**src/mem_macros.svh**
```systemverilog
`ifndef MEM_MACROS_SVH
`define MEM_MACROS_SVH

// Address and data widths
`define VADDR_W      16
`define PADDR_W      14
`define PAGE_OFF_W   8
`define VPN_IDX_W    4
`define WORD_W       32
`define MEM_WORDS    4096
`define TLB_ENTRIES  4
`define DOMAIN_W     2

// PTE bit positions
`define PTE_V        0
`define PTE_R        1
`define PTE_W        2
`define PTE_U        4
`define PTE_D        7
`define PTE_PPN_LSB  10

`define PRIV_U       2'd0
`define PRIV_S       2'd1
`define PRIV_M       2'd3

`define EXC_NONE     3'd0
`define EXC_LOAD_PF  3'd1
`define EXC_STORE_PF 3'd2
`define EXC_LOAD_AF  3'd3
`define EXC_STORE_AF 3'd4

`endif

```
**src/mem_pkg.sv**
```systemverilog
`default_nettype none
`include "mem_macros.svh"

package mem_pkg;

  typedef logic [`VADDR_W-1:0]              vaddr_t;
  typedef logic [`PADDR_W-1:0]              paddr_t;
  typedef logic [`VADDR_W-`PAGE_OFF_W-1:0]  vtag_t;
  typedef logic [`PADDR_W-`PAGE_OFF_W-1:0]  ptag_t;

  typedef logic [`WORD_W-1:0]               word_t;
  typedef logic [`WORD_W-1:0]               pte_t;
  // Word index into the data memory
  typedef logic [`PADDR_W-3:0]              mem_addr_t;

  typedef logic [1:0]                       priv_t;
  typedef logic [2:0]                       exc_t;
  typedef logic [(1 << `DOMAIN_W)-1:0]      domain_mask_t;

  typedef enum logic [1:0] {
    e_walk_idle,
    e_walk_level1,
    e_walk_level0,
    e_walk_done
  } walk_state_e;

endpackage

`default_nettype wire

```
**src/lsu_pipe.sv**
```systemverilog
`timescale 1ns/10ps
`default_nettype none
`include "mem_macros.svh"

module lsu_pipe
  (input  logic                   clk_i
  , input  logic                  reset_i
  , input  logic                  translation_en_i
  , input  mem_pkg::priv_t        priv_i
  , input  logic                  sum_i
  , input  logic                  domain_w_v_i
  , input  mem_pkg::domain_mask_t domain_i
  , output mem_pkg::domain_mask_t domain_o
  , input  logic                  cmd_v_i
  , input  logic                  cmd_store_i
  , input  mem_pkg::vaddr_t       cmd_vaddr_i
  , input  mem_pkg::word_t        cmd_data_i
  , output logic                  cmd_ready_o
  , output logic                  resp_v_o
  , output mem_pkg::exc_t         resp_exc_o
  , output mem_pkg::word_t        resp_data_o
  , output logic                  tlb_lookup_v_o
  , output mem_pkg::vtag_t        tlb_vtag_o
  , input  logic                  tlb_hit_i
  , input  logic                  tlb_miss_i
  , input  mem_pkg::pte_t         tlb_pte_i
  , output logic                  walk_start_o
  , output mem_pkg::vtag_t        walk_vtag_o
  , input  logic                  walk_busy_i
  , input  logic                  walk_done_i
  , input  logic                  walk_fault_i
  , output logic                  mem_req_o
  , output logic                  mem_we_o
  , output mem_pkg::mem_addr_t    mem_addr_o
  , output mem_pkg::word_t        mem_wdata_o
  , input  logic                  mem_gnt_i
  , input  logic                  mem_rvalid_i
  , input  mem_pkg::word_t        mem_rdata_i
  );

  import mem_pkg::*;

  logic         s2_v_q;
  logic         s2_store_q;
  logic         s2_xlate_q;
  vaddr_t       s2_vaddr_q;
  word_t        s2_data_q;
  logic         replay_q;
  logic         resp_v_q;
  exc_t         resp_exc_q;
  domain_mask_t domain_q;

  logic   accept;
  vtag_t  s2_vtag;
  logic   walk_fail;
  logic   s2_chk;
  logic   perm_fault;
  logic   page_fault;
  logic   access_fault;
  logic   s2_go;
  paddr_t paddr;
  exc_t   s2_exc;

  // Stage 1: accept and look up
  assign accept  = cmd_v_i & cmd_ready_o;
  assign s2_vtag = s2_vaddr_q[`VADDR_W-1:`PAGE_OFF_W];

  // After a good walk the stalled command looks up again
  assign tlb_lookup_v_o = accept | replay_q;
  assign tlb_vtag_o     = replay_q ? s2_vtag : cmd_vaddr_i[`VADDR_W-1:`PAGE_OFF_W];

  // Stage 2: translate, check, access
  assign walk_fail = walk_done_i & walk_fault_i;
  assign s2_chk    = s2_v_q & (~s2_xlate_q | tlb_hit_i | walk_fail);

  assign paddr = s2_xlate_q ?
                 {tlb_pte_i[`PTE_PPN_LSB +: (`PADDR_W-`PAGE_OFF_W)],
                  s2_vaddr_q[`PAGE_OFF_W-1:0]} :
                 s2_vaddr_q[`PADDR_W-1:0];

  assign perm_fault = ((priv_i == `PRIV_U) & ~tlb_pte_i[`PTE_U])
                    | ((priv_i == `PRIV_S) & tlb_pte_i[`PTE_U] & ~sum_i)
                    | (~s2_store_q & ~tlb_pte_i[`PTE_R])
                    | (s2_store_q & (~tlb_pte_i[`PTE_W] | ~tlb_pte_i[`PTE_D]));

  assign page_fault   = walk_fail | (s2_xlate_q & tlb_hit_i & perm_fault);
  assign access_fault = ~domain_q[paddr[`PADDR_W-1 -: `DOMAIN_W]];

  always_comb begin
    if (page_fault) begin
      s2_exc = s2_store_q ? `EXC_STORE_PF : `EXC_LOAD_PF;
    end else if (access_fault) begin
      s2_exc = s2_store_q ? `EXC_STORE_AF : `EXC_LOAD_AF;
    end else begin
      s2_exc = `EXC_NONE;
    end
  end

  assign mem_req_o   = s2_chk & ~page_fault & ~access_fault;
  assign mem_we_o    = s2_store_q;
  assign mem_addr_o  = paddr[`PADDR_W-1:2];
  assign mem_wdata_o = s2_data_q;

  assign s2_go = s2_chk & (page_fault | access_fault | mem_gnt_i);

  assign walk_start_o = s2_v_q & s2_xlate_q & tlb_miss_i;
  assign walk_vtag_o  = s2_vtag;

  assign cmd_ready_o = (~s2_v_q | s2_go) & ~walk_busy_i & ~replay_q;

  always_ff @(posedge clk_i) begin
    if (reset_i) begin
      s2_v_q   <= 1'b0;
      replay_q <= 1'b0;
      resp_v_q <= 1'b0;
      domain_q <= domain_mask_t'(1);
    end else begin
      if (accept) begin
        s2_v_q <= 1'b1;
      end else if (s2_go) begin
        s2_v_q <= 1'b0;
      end
      replay_q <= walk_done_i & ~walk_fault_i;
      resp_v_q <= s2_go;
      // Domain 0 stays enabled
      if (domain_w_v_i) begin
        domain_q <= domain_i | domain_mask_t'(1);
      end
    end
  end

  always_ff @(posedge clk_i) begin
    if (accept) begin
      s2_store_q <= cmd_store_i;
      s2_xlate_q <= translation_en_i;
      s2_vaddr_q <= cmd_vaddr_i;
      s2_data_q  <= cmd_data_i;
    end
    if (s2_go) begin
      resp_exc_q <= s2_exc;
    end
  end

  assign resp_v_o    = resp_v_q;
  assign resp_exc_o  = resp_exc_q;
  assign resp_data_o = mem_rvalid_i ? mem_rdata_i : '0;
  assign domain_o    = domain_q;

endmodule

`default_nettype wire

```
**config.mk**
```make
export PLATFORM = sky130hd
export DESIGN_NAME = lsu_pipe
export DESIGN_NICKNAME = d
export VERILOG_FILES = /design/src/mem_pkg.sv /design/src/lsu_pipe.sv
export VERILOG_INCLUDE_DIRS = /design/src
export SDC_FILE = /design/constraint.sdc
export NUM_CORES = 1
export LEC_CHECK = 0
export BUFFER_PORTS_ARGS = -buffer_cell sky130_fd_sc_hd__buf_4
export CAP_MARGIN = 30
export CORE_MARGIN = 2
export CORE_UTILIZATION = 27
export DETAILED_ROUTE_END_ITERATION = 16
export HOLD_SLACK_MARGIN = 0.02
export PLACE_DENSITY_LB_ADDON = 0.2
export SLEW_MARGIN = 20
export SYNTH_ARGS = -nofsm -noshare
export SYNTH_HDL_FRONTEND = slang
export SYNTH_SLANG_ARGS = --single-unit
```
**constraint.sdc**
```tcl
create_clock -name clk_i -period 11.15 [get_ports clk_i]
set_input_delay 0.5575 -clock clk_i [delete_from_list [all_inputs] [get_ports clk_i]]
set_output_delay 0.5575 -clock clk_i [all_outputs]
set_load 0.005 [all_outputs]
```
==> impl_metrics.csv, run 1 <==
group,metric,value,unit
pwr,share_of_power_burned_in_the_clock_network,35.1,%
route,drt_drc_violations_left,0,
global_route,grt_overflow_total,0,
route,vias_per_cell,4.18,
worst_setup_path,worst_setup_path_end_kind,"output port",
clock_tree,clk-insertion-delay-late,330,ps
timing,tightest_slew,678,ps
clock_tree,tritoncts,"done",
pwr,powerDensity,121,nW/um^2
cells_and_area,num-nets-final,504,
route,wire_per_inst,14.2,um
cells_and_area,fraction_of_final_layout_cells_with_drive_strength_greater_than_1,64.2,%
timing,maxSlewHeadroom,54.8,%
logic_synthesis,syn_area_per_cell,15.2,um^2
placed_design,globalplace.congestion,0.725,
logic_synthesis,synthFlopType,"edfxtp_1",
worst_setup_path,timing.critical_path.from_type,"flop",
timing,layout_worst_path_cycle_share,25.5,%
cells_and_area,flow.area_growth_from_synthesis,80.4,%
run,drv.max_cap_violation_count,0,
global_route,grt_usage,14.3,%
logic_synthesis,seq_area_frac_synth,70.2,%
clock_tree,clock_tree_buffer_depth,2,
cells_and_area,diodes,0,
pwr,power.share.switching,22.0,%
timing,finalHoldViolations,0,
cells_and_area,mostFrequentLayoutCells,"buf_4, edfxtp_1, and2_1",
global_route,antenna_violations_before_repair,0,
global_route,pin_count_of_the_biggest_net_entering_global_routing,33,
pwr,power_frac_seq,48.5,%
cells_and_area,filler_cell_count,796,
pwr,p_int,0.000401,W
worst_setup_path,crit_fanout,12,
global_route,use_met1,17.1,%
logic_synthesis,netlist-cell-type-count,29,
hold_path,worst_hold_path_type,"input pin to flop",
timing,finalWorstPathRequiredPeriod,2840,ps
global_route,globalRouteMet3Util,7.63,%
floorplan,die-area,9480,um^2
outcome,run_status,"finished clean",
clock_tree,hold_buffers,0,
clock_tree,cts_buffers,9,
logic_synthesis,yosysWarnings,0,
logic_synthesis,async_flop_share,0,%
global_route,number_of_global_route_vias_before_repair,2115,
placed_design,post-dp-hpwl,5470,um
floorplan,die-width,97.4,um
floorplan,coreArea,8590,um^2
clock_tree,cts_htree_levels,3,
worst_setup_path,criticalPathCategory,"flop to output port",
timing,finClkSkew,9.83,ps
logic_synthesis,number_of_synthesized_flops_with_an_enable_pin,51,
clock_tree,clkSlewWorstSetupHoldPaths,70,ps
timing,finalSetupViolations,0,
timing,report.final.slew_viol_count,0,
clock_tree,cts_repair_resize_count,0,
logic_synthesis,post_synth_inst_count,155,
route,detailedRoute.firstPassIterationCount,4,
route,detailedRoute.firstIterationViolations,57,
floorplan,initial_core_util,27.4,%
pwr,worst_ir_drop_vdd,0.0000838,V
global_route,grt.busiest_layer,"met2",
floorplan,floorplan.rows,34,
timing,total_negative_slack,0,ps
worst_setup_path,cp.required,10590,ps
pwr,power.combinational.fraction,16.4,%
global_route,global_route.usage.met2,21.9,%
clock_tree,clock_sinks,57,
pwr,design_power_total,0.000514,W
floorplan,die_height,97.4,um
placed_design,io_buffer_count,210,
pwr,net-switching-power,0.000113,W
worst_setup_path,arrival_time_at_the_worst_endpoint,2280,ps
timing,grt_setup_unrepaired,"false",
clock_tree,cts_setup_buffers,0,
logic_synthesis,netlist_area,2350,um^2
route,post_route_ant_nets,0,
clock_tree,cts.root.buffer_cell,"clkbuf_8",
pwr,power.static_leakage,1.95,nW
logic_synthesis,postSynthRegisterBits,57,
cells_and_area,final_common_cell,"buf_4",
timing,achievable-frequency,352,MHz
floorplan,io_pins,237,
global_route,grt_first_pass_wirelength,10600,um
route,detail_route.wirelength,6870,um
route,route.vias.total,2028,
logic_synthesis,mappedNetlistNets,287,
[synthesized netlist by cell type, types with 2 or more instances]
library cell  instances  area [um^2]
edfxtp_1             51         1530
nand3_1               2         10.0
mux2i_1               4         40.0
nor3_1                4         20.0
buf_4                 2         15.0
inv_1                 5         18.8
nand3b_1              2         15.0
clkbuf_1              4         15.0
nand2b_1              2         12.5
nor3b_1               3         22.5
mux2_2               13          146
nor2_1                7         26.3
and2_1               32          200
nand2_1               4         15.0
dfxtp_1               6          120
[worst max-delay path, stage by stage, from the launching register on]
cell	delay, ps
edfxtp_1	640
mux2i_2	300
mux2i_1	120
o2bb2ai_2	180
o41ai_4	440
o21bai_1	130
buf_4	150
[power groups by stage]
stage                     clock network, W   logic, W  registers [W]
after global routing              0.000197  0.0000917       0.000250
after floorplan                          0  0.0000229       0.000254
after global placement                   0  0.0000848       0.000254
after CTS                         0.000189  0.0000857       0.000249
after detailed placement                 0  0.0000855       0.000254
final                             0.000180  0.0000844       0.000249
[sequential cells by signal (all words and copies together), names as in the netlist]
name         count
domain_o         3
mem_wdata_o     32
mem_we_o         1
replay_q         1
resp_exc_o       3
resp_v_o         1
s2_v_q           1
s2_vaddr_q      14
s2_xlate_q       1
[kinds of logic (layout without fill, tap and decap cells)]
family	Yosys count	count (layout)	share of synthesized area, %
DFF	57	57	70.2
other	1	1	0.159
muxes	18	18	8.51
and+or+nand+nor	59	59	14.9
AOI/OAI and AO/OA	9	9	4.15
buffers and inverters	11	233	2.07
[per-layer routing]
| layer | up-vias | part of all wire [%] |
|---|---|---|
| met5 | - | 0 |
| met4 | 0 | 0.76 |
| met3 | 6 | 11 |
| met2 | 111 | 47 |
| met1 | 915 | 41 |
| li1 | 996 | - |
[through the flow]
stage | setup WS, ps | hold WS, ps | area [um^2] | util (%) | instances
CTS | 8240 | 375 | 4250 | 49.4 | 485
finish | 8310 | 400 | 4250 | 49.4 | 485
global placement | 8530 | 530 | 4060 | 47.2 | 469
floorplan | 6680 | 497 | 2350 | - | 155
detailed placement | 8550 | 525 | 4060 | 47.2 | 469
global route | 8130 | 369 | 4250 | 49.4 | 485
[layout make-up]
class                   count  area, um^2  area share, %
clock buffers              10         128           3.01
well taps                 108         135           3.18
repair buffers            212        1590           37.5
multi-input cells          87         662           15.6
clock inverters             6        58.8           1.39
inverters                   5        18.8          0.442
flip-flops and latches     57        1650           38.9
[worst paths after layout]
check	startpoint	endpoint	slack, ps	cells after the start
min reg2reg	domain_o[2]	domain_o[2]	530	2
min	cmd_vaddr_i[5]	s2_vaddr_q[5]	400	1
max	s2_xlate_q	tlb_lookup_v_o	8310	6
max reg2reg	s2_xlate_q	s2_vaddr_q[14]	8590	6
Note: power is estimated with default switching activity, not from simulation.
==> inputs of run 2 (changes only) <==
--- a/config.mk
+++ b/config.mk
@@ -6,6 +6,7 @@
 export SDC_FILE = /design/constraint.sdc
 export NUM_CORES = 1
 export LEC_CHECK = 0
+export ABC_AREA = 1
 export BUFFER_PORTS_ARGS = -buffer_cell sky130_fd_sc_hd__buf_4
 export CAP_MARGIN = 30
 export CORE_MARGIN = 2
==> constraint.sdc (replaced) <==
create_clock -name clk_i -period 2.38 [get_ports clk_i]
set_input_delay 0.119 -clock clk_i [delete_from_list [all_inputs] [get_ports clk_i]]
set_output_delay 0.119 -clock clk_i [all_outputs]
set_load 0.005 [all_outputs]
==> run 2 against run 1 <==
Compared with the run above: cell area rose by 14%; routed wire length rose by 17%; sequential share of layout area fell by 4.9 points; worst setup slack got worse by 8000 ps; combinational power rose to 5.8 times the previous value; area after synthesis rose by 4.0%; global-route usage rose by 1.9 points; core utilization rose by 6.1 points; critical path depth rose by 6; largest cell class is now buffers.
==> impl_metrics.csv, run 2 <==
group,metric,value,unit
route,route.vias.total,2512,
logic_synthesis,yosysWarnings,0,
worst_setup_path,criticalPathCategory,"flop to flop",
global_route,grt_usage,16.2,%
hold_path,hold-path-endpoint,"domain_o[2]",
logic_synthesis,synthMuxAreaShare,0,%
timing,fin_hold_ws,58.8,ps
global_route,number_of_global_route_vias_before_repair,2598,
timing,total_negative_slack,0,ps
cells_and_area,final_common_cell,"buf_4",
floorplan,initial_core_util,27.9,%
clock_tree,cts_repair_resize_count,0,
timing,finalSetupViolations,0,
route,wire_per_inst,13.0,um
logic_synthesis,syn_area_per_cell,10.2,um^2
timing,layout_worst_path_cycle_share,87.2,%
placed_design,post-dp-hpwl,5870,um
floorplan,floorplan.rows,34,
clock_tree,clock_sinks,57,
clock_tree,tritoncts,"done",
floorplan,io_pins,237,
clock_tree,clk-insertion-delay-late,330,ps
logic_synthesis,synthFlopType,"edfxtp_1",
logic_synthesis,synth_xor_xnor_area_share,0,%
worst_setup_path,worst_setup_path_end_kind,"flop",
cells_and_area,filler_cell_count,771,
placed_design,placement.cell_area,4160,um^2
clock_tree,clkSlewWorstSetupHoldPaths,70,ps
route,detailedRoute.firstPassIterationCount,4,
logic_synthesis,netlist_area,2450,um^2
logic_synthesis,seq_area_frac_synth,67.5,%
cells_and_area,mostFrequentLayoutCells,"buf_4, nand2_1, dlygate4sd3_1",
timing,report.final.slew_viol_count,0,
logic_synthesis,ys_top_cells_by_area,"edfxtp_1, nand2_1, inv_1",
clock_tree,clock_tree_buffer_depth,2,
floorplan,die-width,99.2,um
route,vias_per_cell,4.05,
hold_path,hold_path.startpoint,"domain_i[2]",
route,detail_route.wirelength,8040,um
logic_synthesis,netlist.area_leader.share,62.6,%
worst_setup_path,r2r_end,"mem_wdata_o[3]",
pwr,worst_ir_drop_vdd,0.000345,V
floorplan,die-area,9840,um^2
timing,achievable-frequency,482,MHz
worst_setup_path,cp.required,2390,ps
logic_synthesis,post_synth_top_area_cell,"edfxtp_1",
pwr,power.static_leakage,2.54,nW
logic_synthesis,count_leader_synth,"nand2_1",
cells_and_area,fraction_of_final_layout_cells_with_drive_strength_greater_than_1,47.5,%
logic_synthesis,synth_fa_ha_area_share,0,%
worst_setup_path,arrival_time_at_the_worst_endpoint,2090,ps
logic_synthesis,mappedNetlistNets,371,
logic_synthesis,post_synth_and_or_nand_nor_area_fraction,19.9,%
floorplan,coreArea,8760,um^2
hold_path,worst_hold_path_type,"input pin to flop",
clock_tree,cts.root.buffer_cell,"clkbuf_8",
run,drv.max_cap_violation_count,0,
worst_setup_path,worst_r2r_path_depth,12,
outcome,run_status,"finished clean",
hold_path,timing.hold.worst_path_depth,3,
pwr,powerDensity,516,nW/um^2
logic_synthesis,post_synth_inst_count,239,
clock_tree,cts_buffers,9,
clock_tree,cts_htree_levels,3,
cells_and_area,finish.instance_area,4860,um^2
logic_synthesis,commonest_cells_post_synth,"nand2_1, edfxtp_1, inv_1",
global_route,grt_first_pass_wirelength,12400,um
timing,finalWorstPathRequiredPeriod,2080,ps
cells_and_area,diodes,0,
global_route,pin_count_of_the_biggest_net_entering_global_routing,49,
global_route,grt_overflow_total,0,
cells_and_area,flow.area_growth_from_synthesis,98.6,%
worst_setup_path,crit-reg2reg-launch,"s2_xlate_q",
cells_and_area,number_of_flip_flops_under_the_largest_register_name,32,
placed_design,io_buffer_count,210,
global_route,antenna_violations_before_repair,0,
route,detailedRoute.firstIterationViolations,32,
timing,finClkSkew,19.3,ps
logic_synthesis,combinational_family_with_the_most_area_after_synthesis,"simple AND/OR/NAND/NOR gates",
worst_setup_path,crit_fanout,48,
logic_synthesis,postSynthRegisterBits,57,
worst_setup_path,worst-r2r-setup-slack,300,ps
placed_design,globalplace.congestion,0.801,
floorplan,die_height,99.2,um
logic_synthesis,async_flop_share,0,%
route,drt_drc_violations_left,0,
logic_synthesis,synth_compound_gate_area_share,2.51,%
worst_setup_path,timing.critical_path.from_type,"flop",
timing,grt_setup_unrepaired,"false",
logic_synthesis,netlist-cell-type-count,23,
cells_and_area,fin_util,55.5,%
cells_and_area,num-nets-final,640,
route,post_route_ant_nets,0,
logic_synthesis,number_of_synthesized_flops_with_an_enable_pin,51,
timing,finalHoldViolations,0,
[run 2: cell count changes in the layout (fill, tap and decap cells not counted), sizes merged, moves of 5 or more]
cell,delta
nand2,+87
dlygate4sd3,+52
inv,+47
and2,-32
mux2,-13
mux2i,-5
[run 2: kinds of logic after synthesis]
kind of cell / after synthesis
AOI/OAI and AO/OA: 11
DFF: 57
buffers and inverters: 60
other: 1
and+or+nand+nor: 110
[run 2: power breakdown]
group	switching [W]	internal, W
combinational	0.000180	0.000306
clock	0.000383	0.000472
sequential	0.0000231	0.00114
total	0.000587	0.00192
[run 2: routing by layer]
metal	vias up	share of wire (%)	track usage [%]
li1	1272	-	-
met1	1110	36	17.4
met2	126	51	28.1
met3	4	12	7.59
met4	0	0.76	5.58
met5	-	0	0
[run 2: cell type report]
| type | instances | area [um^2] | area share [%] |
|---|---|---|---|
| Multi-Input combinational cell | 122 | 553 | 11.4 |
| Inverter | 54 | 211 | 4.35 |
| Timing Repair Buffer | 264 | 2120 | 43.7 |
| Clock inverter | 6 | 60.1 | 1.24 |
| Clock buffer | 9 | 124 | 2.55 |
| Sequential cell | 57 | 1650 | 34.0 |
| Tap cell | 108 | 135 | 2.78 |
[run 2: worst max path at each step]
stage               start  slack, ps              end  cells past startpoint
3_5_place_dp   s2_xlate_q        280  mem_wdata_o[31]                     12
6_report       s2_xlate_q        300   mem_wdata_o[3]                     12
3_3_place_gp   s2_xlate_q        290  mem_wdata_o[10]                     11
2_1_floorplan  s2_xlate_q        150   mem_wdata_o[0]                     11
5_1_grt        s2_xlate_q        120   mem_wdata_o[3]                     11
4_1_cts        s2_xlate_q        260   s2_vaddr_q[12]                     12
[run 2: per-stage QoR]
stage / cells / power, W / setup slack (ps)
after floorplan: 239 / 0.00131 / 147
after global routing: 620 / 0.00263 / 125
after global placement: 553 / 0.00160 / 290
final: 620 / 0.00251 / 304
after CTS: 620 / 0.00255 / 265
after detailed placement: 553 / 0.00161 / 280
[run 2: critical path, stage by stage (launching register included)]
cell and delay, ps:
edfxtp_1 550, inv_6 160, nand2_4 60, nand2_4 70
inv_2 30, nand2_2 50, nand3_2 110, nand4_2 90
nand2_2 80, nand2_4 80, nand3_2 90, clkinvlp_4 100
buf_12 240
[run 2: timing repair]
item,in CTS,in global routing
buffers inserted,0,0
hold buffers,52,0
hold endpoints to repair,51,0
==> inputs of run 3 (changes only) <==
--- a/config.mk
+++ b/config.mk
@@ -7,11 +7,11 @@
 export NUM_CORES = 1
 export LEC_CHECK = 0
 export ABC_AREA = 1
-export BUFFER_PORTS_ARGS = -buffer_cell sky130_fd_sc_hd__buf_4
 export CAP_MARGIN = 30
-export CORE_MARGIN = 2
-export CORE_UTILIZATION = 27
+export CORE_AREA = 2 2 92 94
 export DETAILED_ROUTE_END_ITERATION = 16
+export DIE_AREA = 0 0 94 96
+export DONT_BUFFER_PORTS = 1
 export HOLD_SLACK_MARGIN = 0.02
 export PLACE_DENSITY_LB_ADDON = 0.2
 export SLEW_MARGIN = 20
==> run 3 against run 2 <==
Compared with the run above: clock power up 35%; core utilization is 13 points lower; largest power group unchanged; cell area decreased by 29%; power rose by 1.9%; clock skew fell by 7.6 ps; non-clock buffer count fell by 199; global-route usage down 1.2 points.
==> impl_metrics.csv, run 3 (synthesis gave the netlist of run 2 again) <==
group,metric,value,unit
outcome,run_status,"finished clean",
cells_and_area,flow.area_growth_from_synthesis,40.8,%
pwr,powerDensity,742,nW/um^2
cells_and_area,number_of_flip_flops_under_the_largest_register_name,32,
floorplan,coreArea,8050,um^2
worst_setup_path,crit-reg2reg-launch,"s2_xlate_q",
clock_tree,cts_htree_levels,3,
run,drv.max_cap_violation_count,0,
timing,layout_worst_path_cycle_share,87.7,%
worst_setup_path,worst_path_max_delay_cell,"edfxtp_1",
global_route,global_route.usage.met2,22.7,%
placed_design,placement.cell_area,2600,um^2
route,post_route_ant_nets,0,
placed_design,globalplace.congestion,0.938,
timing,achievable-frequency,479,MHz
clock_tree,cts_setup_buffers,0,
clock_tree,clk-insertion-delay-late,330,ps
global_route,pin_count_of_the_biggest_net_entering_global_routing,35,
cells_and_area,sequential_cell_area,1650,um^2
timing,finClkSkew,11.7,ps
worst_setup_path,cp.required,2400,ps
worst_setup_path,worst_path_most_repeated_cell,"nand2_4",
cells_and_area,num-nets-final,441,
route,wire_per_inst,16.6,um
worst_setup_path,criticalPathCategory,"flop to flop",
clock_tree,cts_repair_resize_count,0,
worst_setup_path,crit_fanout,34,
timing,report.final.slew_viol_count,0,
timing,finalSetupViolations,0,
global_route,use_met1,17.5,%
timing,total_negative_slack,0,ps
timing,grt_setup_unrepaired,"false",
clock_tree,cts.root.buffer_cell,"clkbuf_8",
hold_path,worst_hold_path_type,"input pin to flop",
timing,finalHoldViolations,0,
pwr,worst_ir_drop_vdd,0.000372,V
cells_and_area,filler_cell_count,763,
cells_and_area,multiInputGateArea,553,um^2
route,detailedRoute.firstIterationViolations,66,
cells_and_area,diodes,0,
hold_path,hold_path.startpoint,"walk_busy_i",
route,detail_route.wirelength,6970,um
clock_tree,clock_tree_buffer_depth,2,
global_route,antenna_violations_before_repair,0,
floorplan,floorplan.rows,33,
route,detailedRoute.firstPassIterationCount,4,
clock_tree,clkSlewWorstSetupHoldPaths,80,ps
floorplan,initial_core_util,30.4,%
worst_setup_path,r2r_end,"s2_vaddr_q[10]",
worst_setup_path,worst_setup_path_end_kind,"flop",
global_route,grt.busiest_layer,"met2",
pwr,power.static_leakage,1.61,nW
global_route,grt_usage,15.0,%
worst_setup_path,worst-r2r-setup-slack,290,ps
cells_and_area,fin_util,42.8,%
route,drt_drc_violations_left,0,
clock_tree,cts_buffers,9,
route,route.vias.total,1831,
floorplan,die-area,9020,um^2
hold_path,timing.hold.worst_path_depth,5,
floorplan,io_pins,237,
worst_setup_path,timing.critical_path.from_type,"flop",
global_route,globalRouteMet3Util,9.48,%
global_route,grt_overflow_total,0,
timing,finalWorstPathRequiredPeriod,2090,ps
route,vias_per_cell,4.37,
placed_design,post-dp-hpwl,4850,um
global_route,grt_first_pass_wirelength,9720,um
worst_setup_path,worst_r2r_path_depth,13,
hold_path,hold-path-endpoint,"s2_v_q",
clock_tree,clock_sinks,57,
cells_and_area,finish.instance_area,3450,um^2
worst_setup_path,arrival_time_at_the_worst_endpoint,2110,ps
worst_setup_path,crit_path_cell_trace,"buf_4 -> inv_6 -> nand2_4 -> nand2_4 -> inv_2 -> nand2_2 -> nand3_2 -> nand4_2 -> nand2_2 -> nand2_4 -> nand3_2 -> clkinvlp_4 -> buf_12",
global_route,number_of_global_route_vias_before_repair,1826,
placed_design,io_buffer_count,0,
cells_and_area,fraction_of_final_layout_cells_with_drive_strength_greater_than_1,12.1,%
cells_and_area,final_common_cell,"nand2_1",
floorplan,die-width,94,um
floorplan,die_height,96,um
cells_and_area,mostFrequentLayoutCells,"nand2_1, dlygate4sd3_1, edfxtp_1",
clock_tree,tritoncts,"done",
worst_setup_path,critical-path-max-stage-delay,420,ps
run 3: timing repair:
| item | in CTS | in global routing |
|---|---|---|
| endpoints found under the hold margin | 54 | 0 |
| hold buffers | 60 | 0 |
| endpoints found under the setup margin | 0 | 0 |
run 3: metrics by stage:
stage | total power, W | setup slack (ps) | instances | hold WS, ps
6_report | 0.00256 | 292 | 419 | 63.5
5_1_grt | 0.00266 | 128 | 419 | 91.8
4_1_cts | 0.00259 | 222 | 419 | 34.4
3_5_place_dp | 0.00135 | 257 | 343 | 193
3_3_place_gp | 0.00135 | 258 | 343 | 192
2_1_floorplan | 0.00131 | 147 | 239 | 191
run 3: cell type report:
cell class              count  share of cell area (%)
clock buffers               9                    3.59
well taps                 105                    3.81
flip-flops and latches     57                    47.9
clock inverters             7                    3.63
multi-input cells         122                    16.0
inverters                  54                    6.13
repair buffers             65                    18.9
run 3: routing by layer:
| metal | vias up | part of all wire, % |
|---|---|---|
| li1 | 876 | - |
| met1 | 836 | 39 |
| met2 | 117 | 47 |
| met3 | 2 | 13 |
| met4 | 0 | 0.60 |
| met5 | - | 0 |
run 3: worst max path at each step:
stage                from  depth (start not counted)        endpoint
5_1_grt        s2_xlate_q                         13  mem_wdata_o[7]
2_1_floorplan  s2_xlate_q                         11  mem_wdata_o[0]
4_1_cts        s2_xlate_q                         13  mem_wdata_o[7]
6_report       s2_xlate_q                         13  s2_vaddr_q[10]
3_5_place_dp   s2_xlate_q                         13  mem_wdata_o[0]
3_3_place_gp   s2_xlate_q                         13  mem_wdata_o[0]
run 3: worst max-delay path: cells and delay by family, from the launching register on:
kind / cells / cell delay (ps)
buf+inv: 5 / 710
simple gates: 8 / 620
flops: 1 / 420
run 3: power breakdown:
group / internal [W] / switching [W]
clock network: 0.000707 / 0.000444
registers: 0.00114 / 0.0000314
logic: 0.000113 / 0.000117
total: 0.00196 / 0.000592
